--- src/rtl/ahb_accel_pkg.sv ---
// AHB accelerator shared definitions
`default_nettype none

package ahb_accel_pkg;

  typedef logic [31:0] word_t;

  // AHB transfer type
  typedef enum logic [1:0] {
    TRN_IDLE   = 2'b00,
    TRN_BUSY   = 2'b01,
    TRN_NONSEQ = 2'b10,
    TRN_SEQ    = 2'b11
  } htrans_t;

  // AHB response
  typedef enum logic [1:0] {
    RSP_OKAY  = 2'b00,
    RSP_ERROR = 2'b01,
    RSP_RETRY = 2'b10,
    RSP_SPLIT = 2'b11
  } hresp_t;

  // Only the bursts the master issues
  typedef enum logic [2:0] {
    BURST_SINGLE = 3'b000,
    BURST_INCR8  = 3'b101,
    BURST_INCR16 = 3'b111
  } hburst_t;

  localparam logic [2:0] HSIZE_WORD = 3'b010;
  localparam logic [3:0] HPROT_DATA = 4'b0001;  // Data access, user, non-bufferable

  typedef enum logic [3:0] {
    ST_IDLE    = 4'd0,
    ST_WAIT    = 4'd1,
    ST_COEF_RD = 4'd2,
    ST_DATA_RD = 4'd3,
    ST_RD_END  = 4'd4,
    ST_OUT_WR  = 4'd5,
    ST_WR_END  = 4'd6
  } dma_state_t;

  // Status code seen by the host
  typedef enum logic [3:0] {
    STAT_VALID  = 4'b0000,
    STAT_WAIT   = 4'b0010,
    STAT_INPUT  = 4'b0100,
    STAT_OUTPUT = 4'b1000
  } status_t;

  // Register offsets, low 16 address bits
  localparam logic [15:0] REG_START     = 16'h0000;
  localparam logic [15:0] REG_STATUS    = 16'h0004;
  localparam logic [15:0] REG_DEST      = 16'h0008;
  localparam logic [15:0] REG_COEF_SRC  = 16'h000C;
  localparam logic [15:0] REG_DATA_SRC  = 16'h0010;
  localparam logic [15:0] REG_BLK_COUNT = 16'h0014;
  localparam logic [15:0] REG_RESP      = 16'h0018;

  localparam word_t UNMAPPED_RDATA = 32'h0000_AAAA;

  localparam integer BLK_WORDS      = 8;
  localparam integer BYTES_PER_WORD = 4;

endpackage

`default_nettype wire

--- src/rtl/ahb_reg_slave.sv ---
// AHB register slave
`timescale 1ns/1ps
`default_nettype none

module ahb_reg_slave
  import ahb_accel_pkg::*;
(
  input  logic       HCLK,
  input  logic       HRESETn,
  input  word_t      s_haddr_i,
  input  htrans_t    s_htrans_i,
  input  logic       s_hwrite_i,
  input  word_t      s_hwdata_i,
  input  logic       s_hsel_i,
  input  logic       s_hready_i,
  output word_t      s_hrdata_o,
  output logic       s_hreadyout_o,
  output hresp_t     s_hresp_o,
  input  dma_state_t state_i,
  input  logic       out_err_i,
  output logic       start_o,
  output word_t      dest_addr_o,
  output word_t      coef_src_o,
  output word_t      data_src_o,
  output word_t      blk_count_o
);

  logic        addr_valid;
  logic        valid_q;      // Data phase of a valid transfer
  logic        write_q;
  logic [15:0] addr_q;
  logic        wr_act;
  logic        rd_act;
  logic        start_q;
  logic        resp_q;
  status_t     status_q;
  word_t       dest_q;
  word_t       coef_src_q;
  word_t       data_src_q;
  word_t       blk_count_q;

  assign addr_valid = s_hsel_i && s_hready_i && s_htrans_i[1];
  assign wr_act     = valid_q && write_q;
  assign rd_act     = valid_q && !write_q;

  ////////////////////////////////////////////////////////////
  // Address phase capture
  ////////////////////////////////////////////////////////////
  always_ff @(posedge HCLK or negedge HRESETn)
  begin
    if (!HRESETn)
    begin
      valid_q       <= 1'b0;
      write_q       <= 1'b0;
      addr_q        <= '0;
      s_hreadyout_o <= 1'b0;
    end
    else
    begin
      valid_q       <= addr_valid;
      s_hreadyout_o <= 1'b1;       // Zero-wait from the first clock
      if (addr_valid)
      begin
        write_q <= s_hwrite_i;
        addr_q  <= s_haddr_i[15:0];
      end
    end
  end

  ////////////////////////////////////////////////////////////
  // Register writes, status and error flag
  ////////////////////////////////////////////////////////////
  always_ff @(posedge HCLK or negedge HRESETn)
  begin
    if (!HRESETn)
    begin
      start_q     <= 1'b0;
      resp_q      <= 1'b0;
      status_q    <= STAT_VALID;
      dest_q      <= '0;
      coef_src_q  <= '0;
      data_src_q  <= '0;
      blk_count_q <= '0;
    end
    else
    begin
      start_q <= wr_act && (addr_q == REG_START) && s_hwdata_i[0];  // One-cycle pulse
      if (wr_act)
      begin
        case (addr_q)
          REG_DEST:      dest_q      <= s_hwdata_i;
          REG_COEF_SRC:  coef_src_q  <= s_hwdata_i;
          REG_DATA_SRC:  data_src_q  <= s_hwdata_i;
          REG_BLK_COUNT: blk_count_q <= s_hwdata_i;
          default:       ;
        endcase
      end

      // Sticky until the next job starts
      if (start_q)
        resp_q <= 1'b0;
      else if (out_err_i)
        resp_q <= 1'b1;

      case (state_i)
        ST_WAIT:                           status_q <= STAT_WAIT;
        ST_COEF_RD, ST_DATA_RD, ST_RD_END: status_q <= STAT_INPUT;
        ST_OUT_WR, ST_WR_END:              status_q <= STAT_OUTPUT;
        default:                           status_q <= STAT_VALID;
      endcase
    end
  end

  // Read data in the data phase
  always_comb
  begin
    s_hrdata_o = '0;
    if (rd_act)
    begin
      case (addr_q)
        REG_START:     s_hrdata_o = {31'd0, start_q};
        REG_STATUS:    s_hrdata_o = {28'd0, status_q};
        REG_DEST:      s_hrdata_o = dest_q;
        REG_COEF_SRC:  s_hrdata_o = coef_src_q;
        REG_DATA_SRC:  s_hrdata_o = data_src_q;
        REG_BLK_COUNT: s_hrdata_o = blk_count_q;
        REG_RESP:      s_hrdata_o = {31'd0, resp_q};
        default:       s_hrdata_o = UNMAPPED_RDATA;
      endcase
    end
  end

  assign s_hresp_o   = RSP_OKAY;
  assign start_o     = start_q;
  assign dest_addr_o = dest_q;
  assign coef_src_o  = coef_src_q;
  assign data_src_o  = data_src_q;
  assign blk_count_o = blk_count_q;

endmodule

`default_nettype wire

--- src/rtl/ahb_burst_master.sv ---
// AHB burst master
`timescale 1ns/1ps
`default_nettype none

module ahb_burst_master
  import ahb_accel_pkg::*;
#(
  parameter integer COEF_WORDS = 16
)
(
  input  logic                          HCLK,
  input  logic                          HRESETn,
  input  logic                          m_hready_i,
  input  logic                          m_hgrant_i,
  input  hresp_t                        m_hresp_i,
  output logic                          m_hbusreq_o,
  output logic                          m_hlock_o,
  output htrans_t                       m_htrans_o,
  output word_t                         m_haddr_o,
  output logic                          m_hwrite_o,
  output logic [2:0]                    m_hsize_o,
  output hburst_t                       m_hburst_o,
  output logic [3:0]                    m_hprot_o,
  output word_t                         m_hwdata_o,
  input  word_t                         dest_addr_i,
  input  word_t                         coef_src_i,
  input  word_t                         data_src_i,
  input  logic                          need_coef_i,
  input  logic                          need_data_i,
  input  logic                          need_out_i,
  input  logic                          finish_i,
  input  word_t                         blk_idx_i,
  input  word_t                         res_word_i,
  output logic                          wr_en_o,
  output logic [$clog2(COEF_WORDS)-1:0] wr_beat_o,
  output logic [$clog2(BLK_WORDS)-1:0]  rd_beat_o,
  output logic                          block_done_o,
  output dma_state_t                    state_o,
  output logic                          out_err_o
);

  localparam integer BEAT_W = $clog2(COEF_WORDS);
  localparam integer BLK_W  = $clog2(BLK_WORDS);
  // INCR16 for the default 16-entry table
  localparam hburst_t COEF_BURST = (COEF_WORDS == BLK_WORDS) ? BURST_INCR8 : BURST_INCR16;

  dma_state_t        state_q, state_d;
  logic [BEAT_W-1:0] beat_q, beat_d;
  logic [BEAT_W-1:0] last_beat;
  logic [BEAT_W-1:0] dp_beat_q;
  logic              dp_rd_q;    // Read beat in its data phase
  logic              dp_wr_q;    // Write beat in its data phase
  logic              go;
  logic              in_burst;
  word_t             blk_off;
  word_t             base;

  assign go        = m_hready_i && m_hgrant_i;
  assign in_burst  = (state_q == ST_COEF_RD) || (state_q == ST_DATA_RD) ||
                     (state_q == ST_OUT_WR);
  assign last_beat = (state_q == ST_COEF_RD) ? BEAT_W'(COEF_WORDS - 1) : BEAT_W'(BLK_WORDS - 1);

  ////////////////////////////////////////////////////////////
  // Next state and beat counter
  ////////////////////////////////////////////////////////////
  always_comb
  begin
    state_d = state_q;
    beat_d  = beat_q;
    case (state_q)
      ST_IDLE:
        if (need_coef_i || need_data_i || need_out_i)
          state_d = ST_WAIT;
      ST_WAIT:
        if (go)
        begin
          if (finish_i)
            state_d = ST_IDLE;
          else if (need_out_i)
            state_d = ST_OUT_WR;
          else if (need_coef_i)
            state_d = ST_COEF_RD;
          else if (need_data_i)
            state_d = ST_DATA_RD;
        end
      ST_COEF_RD, ST_DATA_RD, ST_OUT_WR:
        if (go)
        begin
          if (beat_q == last_beat)
          begin
            beat_d  = '0;
            state_d = (state_q == ST_OUT_WR) ? ST_WR_END : ST_RD_END;
          end
          else
            beat_d = beat_q + 1'b1;
        end
      ST_RD_END, ST_WR_END:
        if (go)
          state_d = ST_WAIT;   // Last data phase done
      default:
        state_d = ST_IDLE;
    endcase
  end

  always_ff @(posedge HCLK or negedge HRESETn)
  begin
    if (!HRESETn)
    begin
      state_q   <= ST_IDLE;
      beat_q    <= '0;
      dp_rd_q   <= 1'b0;
      dp_wr_q   <= 1'b0;
      dp_beat_q <= '0;
    end
    else
    begin
      state_q <= state_d;
      beat_q  <= beat_d;
      if (go)
      begin
        dp_rd_q   <= (state_q == ST_COEF_RD) || (state_q == ST_DATA_RD);
        dp_wr_q   <= state_q == ST_OUT_WR;
        dp_beat_q <= beat_q;
      end
    end
  end

  // Write data follows its address by one go-cycle
  always_ff @(posedge HCLK)
  begin
    if (go)
      m_hwdata_o <= res_word_i;
  end

  ////////////////////////////////////////////////////////////
  // Bus-side control
  ////////////////////////////////////////////////////////////
  assign blk_off = blk_idx_i * BLK_WORDS * BYTES_PER_WORD;

  always_comb
  begin
    case (state_q)
      ST_COEF_RD: base = coef_src_i;
      ST_DATA_RD: base = data_src_i + blk_off;
      default:    base = dest_addr_i + blk_off;
    endcase
  end

  assign m_hbusreq_o = state_q != ST_IDLE;
  assign m_hlock_o   = state_q != ST_IDLE;
  assign m_htrans_o  = !in_burst ? TRN_IDLE : ((beat_q == '0) ? TRN_NONSEQ : TRN_SEQ);
  assign m_haddr_o   = in_burst ? base + word_t'(beat_q) * BYTES_PER_WORD : '0;
  assign m_hwrite_o  = state_q == ST_OUT_WR;
  assign m_hsize_o   = HSIZE_WORD;
  assign m_hprot_o   = HPROT_DATA;

  always_comb
  begin
    case (state_q)
      ST_COEF_RD:           m_hburst_o = COEF_BURST;
      ST_DATA_RD, ST_OUT_WR: m_hburst_o = BURST_INCR8;
      default:              m_hburst_o = BURST_SINGLE;
    endcase
  end

  // Engine side
  assign wr_en_o      = dp_rd_q && go;
  assign wr_beat_o    = dp_beat_q;
  assign rd_beat_o    = beat_q[BLK_W-1:0];  // Result word for the address phase
  assign block_done_o = (state_q == ST_WR_END) && go;
  assign state_o      = state_q;
  assign out_err_o    = dp_wr_q && (m_hresp_i != RSP_OKAY);

endmodule

`default_nettype wire

--- src/rtl/blk_engine.sv ---
// Block transform engine
`timescale 1ns/1ps
`default_nettype none

module blk_engine
  import ahb_accel_pkg::*;
#(
  parameter integer COEF_WORDS = 16
)
(
  input  logic                          HCLK,
  input  logic                          HRESETn,
  input  logic                          start_i,
  input  word_t                         blk_count_i,
  input  logic                          wr_en_i,
  input  logic [$clog2(COEF_WORDS)-1:0] wr_beat_i,
  input  logic [$clog2(BLK_WORDS)-1:0]  rd_beat_i,
  input  logic                          block_done_i,
  input  word_t                         rdata_i,
  output logic                          need_coef_o,
  output logic                          need_data_o,
  output logic                          need_out_o,
  output logic                          finish_o,
  output word_t                         blk_idx_o,
  output word_t                         res_word_o
);

  localparam integer BEAT_W = $clog2(COEF_WORDS);
  localparam integer BLK_W  = $clog2(BLK_WORDS);

  word_t             coef_mem [COEF_WORDS];
  word_t             blk_buf  [BLK_WORDS];
  logic              job_q;      // A job has been started
  logic              coef_ok_q;
  logic              data_ok_q;
  word_t             blk_idx_q;
  logic              coef_last;
  logic              data_last;
  word_t             coef_pos;
  logic [BEAT_W-1:0] coef_idx;

  // Read data goes to the table until it is full
  assign coef_last = wr_en_i && !coef_ok_q && (wr_beat_i == BEAT_W'(COEF_WORDS - 1));
  assign data_last = wr_en_i && coef_ok_q && (wr_beat_i == BEAT_W'(BLK_WORDS - 1));

  ////////////////////////////////////////////////////////////
  // Buffers
  ////////////////////////////////////////////////////////////
  always_ff @(posedge HCLK)
  begin
    if (wr_en_i)
    begin
      if (!coef_ok_q)
        coef_mem[wr_beat_i] <= rdata_i;
      else
        blk_buf[wr_beat_i[BLK_W-1:0]] <= rdata_i;
    end
  end

  ////////////////////////////////////////////////////////////
  // Job tracking
  ////////////////////////////////////////////////////////////
  always_ff @(posedge HCLK or negedge HRESETn)
  begin
    if (!HRESETn)
    begin
      job_q     <= 1'b0;
      coef_ok_q <= 1'b0;
      data_ok_q <= 1'b0;
      blk_idx_q <= '0;
    end
    else if (start_i)
    begin
      job_q     <= 1'b1;
      coef_ok_q <= 1'b0;
      data_ok_q <= 1'b0;
      blk_idx_q <= '0;
    end
    else
    begin
      if (coef_last)
        coef_ok_q <= 1'b1;
      if (data_last)
        data_ok_q <= 1'b1;
      if (block_done_i)
      begin
        data_ok_q <= 1'b0;              // Buffer free for the next block
        blk_idx_q <= blk_idx_q + 1'b1;
      end
    end
  end

  assign finish_o    = job_q && coef_ok_q && !data_ok_q && (blk_idx_q == blk_count_i);
  assign need_coef_o = job_q && !coef_ok_q;
  assign need_data_o = job_q && coef_ok_q && !data_ok_q && !finish_o;
  assign need_out_o  = job_q && data_ok_q;
  assign blk_idx_o   = blk_idx_q;

  // Coefficient index wraps over the table
  assign coef_pos   = blk_idx_q * BLK_WORDS + word_t'(rd_beat_i);
  assign coef_idx   = coef_pos[BEAT_W-1:0];
  assign res_word_o = blk_buf[rd_beat_i] + coef_mem[coef_idx];

endmodule

`default_nettype wire

--- src/rtl/ahb_blk_accel.sv ---
// AHB block accelerator top
`timescale 1ns/1ps
`default_nettype none

module ahb_blk_accel
  import ahb_accel_pkg::*;
#(
  parameter integer COEF_WORDS = 16
)
(
  input  logic       HCLK,
  input  logic       HRESETn,
  // Host slave port
  input  word_t      s_haddr_i,
  input  htrans_t    s_htrans_i,
  input  logic       s_hwrite_i,
  input  word_t      s_hwdata_i,
  input  logic       s_hsel_i,
  input  logic       s_hready_i,
  output word_t      s_hrdata_o,
  output logic       s_hreadyout_o,
  output hresp_t     s_hresp_o,
  // Memory master port
  input  logic       m_hready_i,
  input  hresp_t     m_hresp_i,
  input  word_t      m_hrdata_i,
  input  logic       m_hgrant_i,
  output logic       m_hbusreq_o,
  output logic       m_hlock_o,
  output htrans_t    m_htrans_o,
  output word_t      m_haddr_o,
  output logic       m_hwrite_o,
  output logic [2:0] m_hsize_o,
  output hburst_t    m_hburst_o,
  output logic [3:0] m_hprot_o,
  output word_t      m_hwdata_o
);

  logic                          start;
  word_t                         dest_addr, coef_src, data_src, blk_count;
  dma_state_t                    state;
  logic                          out_err;
  logic                          need_coef, need_data, need_out, finish;
  word_t                         blk_idx, res_word;
  logic                          wr_en, block_done;
  logic [$clog2(COEF_WORDS)-1:0] wr_beat;
  logic [$clog2(BLK_WORDS)-1:0]  rd_beat;

  ahb_reg_slave u_reg_slave (
    .HCLK, .HRESETn,
    .s_haddr_i, .s_htrans_i, .s_hwrite_i, .s_hwdata_i, .s_hsel_i, .s_hready_i,
    .s_hrdata_o, .s_hreadyout_o, .s_hresp_o,
    .state_i (state),           .out_err_i  (out_err),
    .start_o (start),           .dest_addr_o (dest_addr),
    .coef_src_o (coef_src),     .data_src_o (data_src),
    .blk_count_o (blk_count)
  );

  ahb_burst_master #(.COEF_WORDS(COEF_WORDS)) u_burst_master (
    .HCLK, .HRESETn,
    .m_hready_i, .m_hgrant_i, .m_hresp_i,
    .m_hbusreq_o, .m_hlock_o, .m_htrans_o, .m_haddr_o, .m_hwrite_o,
    .m_hsize_o, .m_hburst_o, .m_hprot_o, .m_hwdata_o,
    .dest_addr_i (dest_addr),   .coef_src_i (coef_src),
    .data_src_i (data_src),     .need_coef_i (need_coef),
    .need_data_i (need_data),   .need_out_i (need_out),
    .finish_i (finish),         .blk_idx_i (blk_idx),
    .res_word_i (res_word),     .wr_en_o (wr_en),
    .wr_beat_o (wr_beat),       .rd_beat_o (rd_beat),
    .block_done_o (block_done), .state_o (state),
    .out_err_o (out_err)
  );

  blk_engine #(.COEF_WORDS(COEF_WORDS)) u_blk_engine (
    .HCLK, .HRESETn,
    .start_i (start),           .blk_count_i (blk_count),
    .wr_en_i (wr_en),           .wr_beat_i (wr_beat),
    .rd_beat_i (rd_beat),       .block_done_i (block_done),
    .rdata_i (m_hrdata_i),      .need_coef_o (need_coef),
    .need_data_o (need_data),   .need_out_o (need_out),
    .finish_o (finish),         .blk_idx_o (blk_idx),
    .res_word_o (res_word)
  );

endmodule

`default_nettype wire

--- config.mk ---
export PLATFORM = sky130hd
export DESIGN_NAME = ahb_blk_accel
export DESIGN_NICKNAME = d
export VERILOG_FILES = /design/src/rtl/ahb_accel_pkg.sv /design/src/rtl/ahb_reg_slave.sv /design/src/rtl/ahb_burst_master.sv /design/src/rtl/blk_engine.sv /design/src/rtl/ahb_blk_accel.sv
export SDC_FILE = /design/constraint.sdc
export NUM_CORES = 1
export LEC_CHECK = 0
export ABC_AREA = 1
export BUFFER_PORTS_ARGS = -buffer_cell sky130_fd_sc_hd__buf_2
export CORE_AREA = 2 2 353 268
export DETAILED_ROUTE_END_ITERATION = 16
export DIE_AREA = 0 0 355 270
export GPL_TIMING_DRIVEN = 0
export PLACE_DENSITY = 0.66
export SYNTH_ARGS = -nofsm -noshare
export SYNTH_HDL_FRONTEND = slang
export SYNTH_SLANG_ARGS = --single-unit
--- constraint.sdc ---
create_clock -name HCLK -period 4.61 [get_ports HCLK]
set_input_delay 0 -clock HCLK [delete_from_list [all_inputs] [get_ports HCLK]]
set_output_delay 0 -clock HCLK [all_outputs]
set_load 0.01 [all_outputs]
### After elaboration in Yosys (flattened, before gate mapping)

Memory sizes are Yosys's and may differ from the RTL's.
Cells that the tools add are included.

* ROM bits: 0
* bits in registers: 234
* logic and storage cells: 136
* bits in writable memories: 768
* bits in latches: 0
* input port bits: 107
* memories kept: 2
* output and inout bits: 114

* bitwise operators: 0
* muxes and demuxes: 36
* $add $sub $neg: 7
* equality and inequality tests: 22
* reduce and logical (&&, ||, !) cells: 48
* $mul: 0
* shifts and indexed selects: 0
* $lt $le $gt $ge: 0
* div/mod/pow operators: 0

Memory list
* u_blk_engine.coef_mem: depth 16, width 32, read ports 1, clocked after Yosys merged registers in 0, write ports 1, line blk_engine.sv:31 `word_t coef_mem [COEF_WORDS];`
* u_blk_engine.blk_buf: depth 8, width 32, read ports 1, clocked after Yosys merged registers in 0, write ports 1, line blk_engine.sv:32 `word_t blk_buf [BLK_WORDS];`

Operator list (count)
* 32-bit one-hot mux with 7 select lines: 1
* 32-bit two-way mux: 4
* 32-bit adder: 3
* 32-bit one-hot mux with 2 select lines: 1
* 16-bit by 5-bit equality test with 1-bit output, second input constant: 3
* 4-bit two-way mux: 11
* 32-bit by 1-bit adder with 32-bit output, second input constant: 1
* 32-bit by 6-bit adder with 32-bit output: 1
* 16-bit by 4-bit equality test with 1-bit output, second input constant: 2
* 32-bit equality test: 1
* 1-bit logical AND: 20
* 16-bit by 3-bit equality test with 1-bit output, second input constant: 1
* 4-bit by 3-bit equality test with 1-bit output, second input constant: 4
* 16-bit zero test: 1
* 4-bit one-hot mux with 4 select lines: 1
* 1-bit two-way mux: 14
* 4-bit one-hot mux with 3 select lines: 1
* 2-bit by 1-bit inequality test with 1-bit output, second input constant: 5
* 2-bit AND reduction: 5
* 4-bit by 2-bit equality test with 1-bit output, second input constant: 2
* 4-bit zero test: 2
* 2-bit nonzero test: 4
* 3-bit one-hot mux with 2 select lines: 1
* 6-bit AND reduction: 1
* other kinds (13): 23

### Depth between registers and ports, before layout

* depth after elaboration: 11
* depth in mapped cells: 31
* mapped depth without buffers: 28

### By module

From an unflattened synthesis, not the netlist that was laid out.

* cells, all modules: 4826
* area total of the unflattened synthesis: 47200.3 sq um

By module, submodules not included
* blk_engine: area an instance 34514.4 sq um, instances 1, cells an instance 2971, sequential area each 23938.0 sq um
* ahb_reg_slave: area an instance 7001.7 sq um, instances 1, cells an instance 875, sequential area each 3803.6 sq um
* ahb_burst_master: area an instance 5684.2 sq um, instances 1, cells an instance 980, sequential area each 1286.2 sq um

### Least setup slack after synthesis

No wires, ideal clock.

* path kind: flip-flop to flip-flop
* from: register u_burst_master.beat_q[0]
* to: register u_burst_master.m_hwdata_o[24], data pin
* library setup time: 265 ps
* period minus slack after synthesis: 4115 ps
* data required time: 4345 ps
* slack: 495 ps
* path buffers: 4
* cell stages (with the launch flop): 23
* data arrival time: 3850 ps
* cells stage by stage: dfrtp_1 clkbuf_1 clkinv_1 clkbuf_1 clkbuf_1 clkbuf_1 nand2_1 a221oi_1 o21ai_0 nand2_1 ha_1 inv_1 fa_1 o21ai_0 nand2_1 nand3_1 nand3_1 nand2_1 a21boi_0 o21bai_1 nand2_1 o21ai_0 xor2_1

* longest elaborated chain between the ends: 3
* elaborated cells between the ends (all ways): 4
* those cells by class: 2 x add/sub; 2 x memory

Ends and longest elaborated chain
* from (decl): line ahb_burst_master.sv:48 `logic [BEAT_W-1:0] beat_q, beat_d;`
* from (signal assigned): line ahb_burst_master.sv:118 `beat_q <= beat_d;`
* 4-bit by 3-bit adder with 4-bit output: line blk_engine.sv:100 `assign coef_pos = blk_idx_q * BLK_WORDS + word_t'(rd_beat_i);`
* memory 16 x 32 bit
* 32-bit adder *: line blk_engine.sv:102 `assign res_word_o = blk_buf[rd_beat_i] + coef_mem[coef_idx];`
* named net res_word[24]: line ahb_blk_accel.sv:44 `word_t blk_idx, res_word;`
* to (signal assigned): line ahb_burst_master.sv:132 `m_hwdata_o <= res_word_i;`
* to (decl): line ahb_burst_master.sv:24 `output word_t m_hwdata_o,`

Mark *: on every way through the listed nets, which the timed path passes. The rest lies on a longest branch.
A chain may end at the register's enable or synchronous reset.

### Final worst setup path

* from: register u_blk_engine.blk_idx_q[0], in the netlist u_blk_engine.blk_idx_o[0]
* to: register u_burst_master.m_hwdata_o[31], data pin

* longest elaborated chain between the ends: 3

Ends and longest elaborated chain
* from (decl): line blk_engine.sv:36 `word_t blk_idx_q;`
* from (signal assigned): line blk_engine.sv:88 `blk_idx_q <= blk_idx_q + 1'b1;`
* 4-bit by 3-bit adder with 4-bit output: line blk_engine.sv:100
* memory 16 x 32 bit
* 32-bit adder: line blk_engine.sv:102
* named net res_word[31]: line ahb_blk_accel.sv:44

The timed path passes the listed nets, and every way through them passes these cells.

==> results.py <==
metrics = {
    "placement": {
        "post_dp_cell_area_um2": 48300,
        "dp_hpwl_um": 115000,
        "globalplace.congestion": 0.981,
        "number_of_buffers_inserted_by_port_buffering": 194,
        "post-place-ws_ps": -2700,
    },
    "timing": {
        "final.setup_skew_ps": 37.7,
        "finalCritPeriodShare_pct": 101,
        "setup_viol": 2,
        "worst_slew_pin_slew_ps": 968,
        "fin_crit_ps": 4640,
        "final.hold.worst_slack_ps": 13.8,
        "timing.final.hold_violations": 0,
        "timing_max_transition_violations_final": 0,
        "final_critical_path_setup_slack_ps": -30.9,
        "max_clock_freq_mhz": 215,
        "timing.slew.headroom_pct": 35.3,
    },
    "clock_tree": {
        "clkTransAtPathRegs_ps": 60,
        "numCtsBuffers": 97,
        "clock_tree.htree_level_count": 3,
        "clock_path_buffers": 3,
        "worst_skew_pair.late_latency_ps": 700,
        "clock_tree.root_cell": "sky130_fd_sc_hd__clkbuf_16",
        "numClockSinks": 1000,
        "cts_tree": "done",
    },
    "setup_path": {
        "cp_data_arrival_time_ps": 5120,
        "timing.critical_path.required_ps": 5090,
        "crit_type": "flop to flop",
        "critical_path.startpoint_type": "flop",
        "path_max_fanout": 10,
        "end_kind": "flop",
    },
    "synth": {
        "ys_top_cells_by_area": "sky130_fd_sc_hd__edfxtp_1 53%, sky130_fd_sc_hd__dfrtp_1 11%, sky130_fd_sc_hd__nand2_1 7.6%, sky130_fd_sc_hd__o21ai_0 5.7%, sky130_fd_sc_hd__nor2_1 4.3%",
        "post_synth_num_cell_types": 60,
        "synthesis.area_um2": 45000,
        "post_synth_most_frequent_cells": "909 x sky130_fd_sc_hd__nand2_1, 800 x sky130_fd_sc_hd__edfxtp_1, 517 x sky130_fd_sc_hd__nor2_1",
        "ys_dominant_reg_cell": "sky130_fd_sc_hd__edfxtp_1",
        "most_used_standard_cell_by_instance_count_after_synthesis": "sky130_fd_sc_hd__nand2_1",
        "ys_ff_latch": 1000,
        "synth-warning-count": 0,
        "synth_edf_count": 800,
        "synth-async-reset-ratio_pct": 20.0,
        "netlist.area_leader.share_pct": 53.4,
        "syn_inst": 4336,
        "post_synth.cell_area_avg_um2": 10.4,
        "yosys.area.top_type": "sky130_fd_sc_hd__edfxtp_1",
        "ys_seq_area_share_pct": 64.6,
    },
    "min_path": {
        "holdCritPathClass": "primary input to flop",
    },
    "run": {
        "cap_violations": 0,
    },
    "finish": {
        "areaGrowthSynthToFinish_pct": 20.5,
        "design_area_um2": 54200,
        "post_route_cells_drive_above_1_share_pct": 15.3,
        "postLayoutCoreUtil_pct": 58.6,
        "num-nets-final": 4975,
    },
    "power_and_ir_drop": {
        "pwr-share-clk_pct": 21.1,
        "netSwitchingPower_w": 0.0180,
        "switching_share_pct": 46.5,
        "sequentialPowerShare_pct": 27.5,
        "cellLeakagePower_nw": 21.2,
        "power_w": 0.0387,
        "p_comb_share_pct": 51.4,
        "pwr_density_cell_nw_per_um2": 715,
        "worst_ir_drop_vdd_uv": 642,
        "internal_power_w": 0.0207,
    },
    "floorplanning": {
        "fp.dieH_um": 270,
        "die-area_um2": 95900,
        "start_util_pct": 48.6,
        "core_area_um2": 92500,
        "die-width_um": 355,
        "num_ports": 221,
        "floorplan.rows": 97,
    },
    "drt": {
        "avgRoutedWirePerCell_um": 26.7,
        "drt-pass1-iter-count": 7,
        "antenna_violating_nets_post_route": 0,
        "dr_total_vias": 36700,
        "route.detailed.vias_per_inst": 5.99,
        "first_iter_violations": 5539,
        "drcViolationCount": 0,
        "totalWireLength_um": 163000,
    },
    "run_status": {
        "outcome": "complete, but fails checks",
        "failed_checks": "negative setup slack",
    },
    "global_route": {
        "antenna_found_initial": 6,
        "pin_count_of_the_biggest_net_entering_global_routing": 87,
        "groute.usage.overall_pct": 33.3,
        "grt.overflow.total": 0,
        "global_route_wire_length_before_repair_um": 231000,
        "number_of_global_route_vias_before_repair": 33500,
    },
}
-- placed cells by master (no fill, tap or decap), types with 21 or more instances in the layout --
cell type                       instances
sky130_fd_sc_hd__nor2_4                38
sky130_fd_sc_hd__nand4_1               59
sky130_fd_sc_hd__a21oi_1              208
sky130_fd_sc_hd__nand3_1              121
sky130_fd_sc_hd__dlygate4sd3_1         92
sky130_fd_sc_hd__a221oi_1              51
sky130_fd_sc_hd__o221ai_1              39
sky130_fd_sc_hd__xor2_1                29
sky130_fd_sc_hd__clkinv_1              21
sky130_fd_sc_hd__buf_2                204
sky130_fd_sc_hd__ha_1                  49
sky130_fd_sc_hd__nor2_1               471
sky130_fd_sc_hd__o22ai_1               84
sky130_fd_sc_hd__inv_1                298
sky130_fd_sc_hd__dfrtp_1              196
sky130_fd_sc_hd__clkbuf_4              27
sky130_fd_sc_hd__buf_12                22
sky130_fd_sc_hd__o21ai_0              471
sky130_fd_sc_hd__nand2_1              880
sky130_fd_sc_hd__nand2_2               26
sky130_fd_sc_hd__edfxtp_1             800
sky130_fd_sc_hd__clkbuf_1              98
sky130_fd_sc_hd__nor3_1                29
sky130_fd_sc_hd__buf_4                 58
sky130_fd_sc_hd__clkbuf_16            103
sky130_fd_sc_hd__clkbuf_2              52
-- registers in the layout (all words and copies together) (netlist names), 3 cells and up --
name                       count
u_reg_slave.addr_q            16
u_burst_master.beat_q          4
u_reg_slave.data_src_o        32
u_reg_slave.dest_addr_o       32
u_burst_master.wr_beat_o       4
u_burst_master.state_o         3
u_reg_slave.blk_count_o       32
u_burst_master.m_hwdata_o     32
u_blk_engine.blk_buf         256
u_blk_engine.coef_mem        512
u_reg_slave.status_q           3
u_blk_engine.blk_idx_o        32
u_reg_slave.coef_src_o        32
-- what timing repair did --
item	CTS	global route
gates resized for setup	252	241
cloned	0	1
buffers inserted	15	26
hold buffers	93	0
pin swaps	18	40
hold endpoints to repair	1042	0
endpoints found under the setup margin	60	38
-- kinds of logic after synthesis --
logic type | count (synthesis) | share of synthesized area [%]
other | 2 | 0.0167
AND/OR/NAND/NOR | 1685 | 15.2
adder cells (fa/ha/maj) | 70 | 2.00
XOR/XNOR | 58 | 1.13
buffers and inverters | 535 | 4.63
flip-flops | 1000 | 64.6
AO/OA/AOI/OAI | 986 | 12.5
-- metal layers --
metal  vias up  track usage [%]  wire length (µm)
met1     17700             51.0             68900
met2      2568             42.3             62700
li1      16100                -                 -
met3       267             15.5             28000
met4         4             7.34              3710
met5         -                0               152
-- stage by stage --
stage	cells	setup TNS [ps]
after floorplan	4344	0
after global placement	5775	-93500
after detailed placement	5802	-87360
after CTS	6088	-5.36
after global routing	6116	-254
final	6120	-38.6
-- layout make-up --
type / instances / area (µm²)
plain buffers: 217 / 1380
clock buffers: 117 / 2520
inverters: 317 / 1210
diodes: 5 / 12.5
flip-flops and latches: 1000 / 29000
well taps: 1237 / 1550
clock inverters: 62 / 682
fillers: 7773 / 38300
repair buffers: 356 / 2860
multi-input cells: 2809 / 14900
-- power by group through the flow --
stage / Clock, W / Sequential, W / Combinational (W)
after global routing: 0.00851 / 0.0107 / 0.0208
after floorplan: 0 / 0.0108 / 0.00910
after global placement: 0 / 0.0108 / 0.0163
after detailed placement: 0 / 0.0108 / 0.0164
final: 0.00817 / 0.0107 / 0.0199
after CTS: 0.00816 / 0.0107 / 0.0176
-- path summary, 6_finish.rpt --
kind	startpoint	end	slack [ps]	cells after the start
worst min register to register	u_reg_slave.addr_q[7]	u_reg_slave.addr_q[7]	480	2
min in group asynchronous	HRESETn	u_reg_slave.s_hreadyout_o	390	4
max in group asynchronous	HRESETn	u_burst_master.beat_q[2]	3310	5
worst max register to register	u_blk_engine.blk_idx_o[0]	u_burst_master.m_hwdata_o[31]	-30	13
worst max-delay path	u_blk_engine.blk_idx_o[0]	u_burst_master.m_hwdata_o[31]	-30	13
worst min-delay path	s_hready_i	u_reg_slave.valid_q	10	4
-- critical path, cell delays in order (launching register included) --
cell and delay [ps]:
sky130_fd_sc_hd__dfrtp_1 460, sky130_fd_sc_hd__clkbuf_2 330, sky130_fd_sc_hd__clkbuf_2 400, sky130_fd_sc_hd__clkbuf_1 550
sky130_fd_sc_hd__a221oi_1 150, sky130_fd_sc_hd__o21ai_0 180, sky130_fd_sc_hd__nand2_1 220, sky130_fd_sc_hd__ha_1 430
sky130_fd_sc_hd__a21oi_1 210, sky130_fd_sc_hd__o21ai_0 100, sky130_fd_sc_hd__a21oi_1 430, sky130_fd_sc_hd__o21ai_0 240
sky130_fd_sc_hd__a21oi_2 370, sky130_fd_sc_hd__xor2_2 320
No activity file was read; power rests on OpenSTA's default activity.
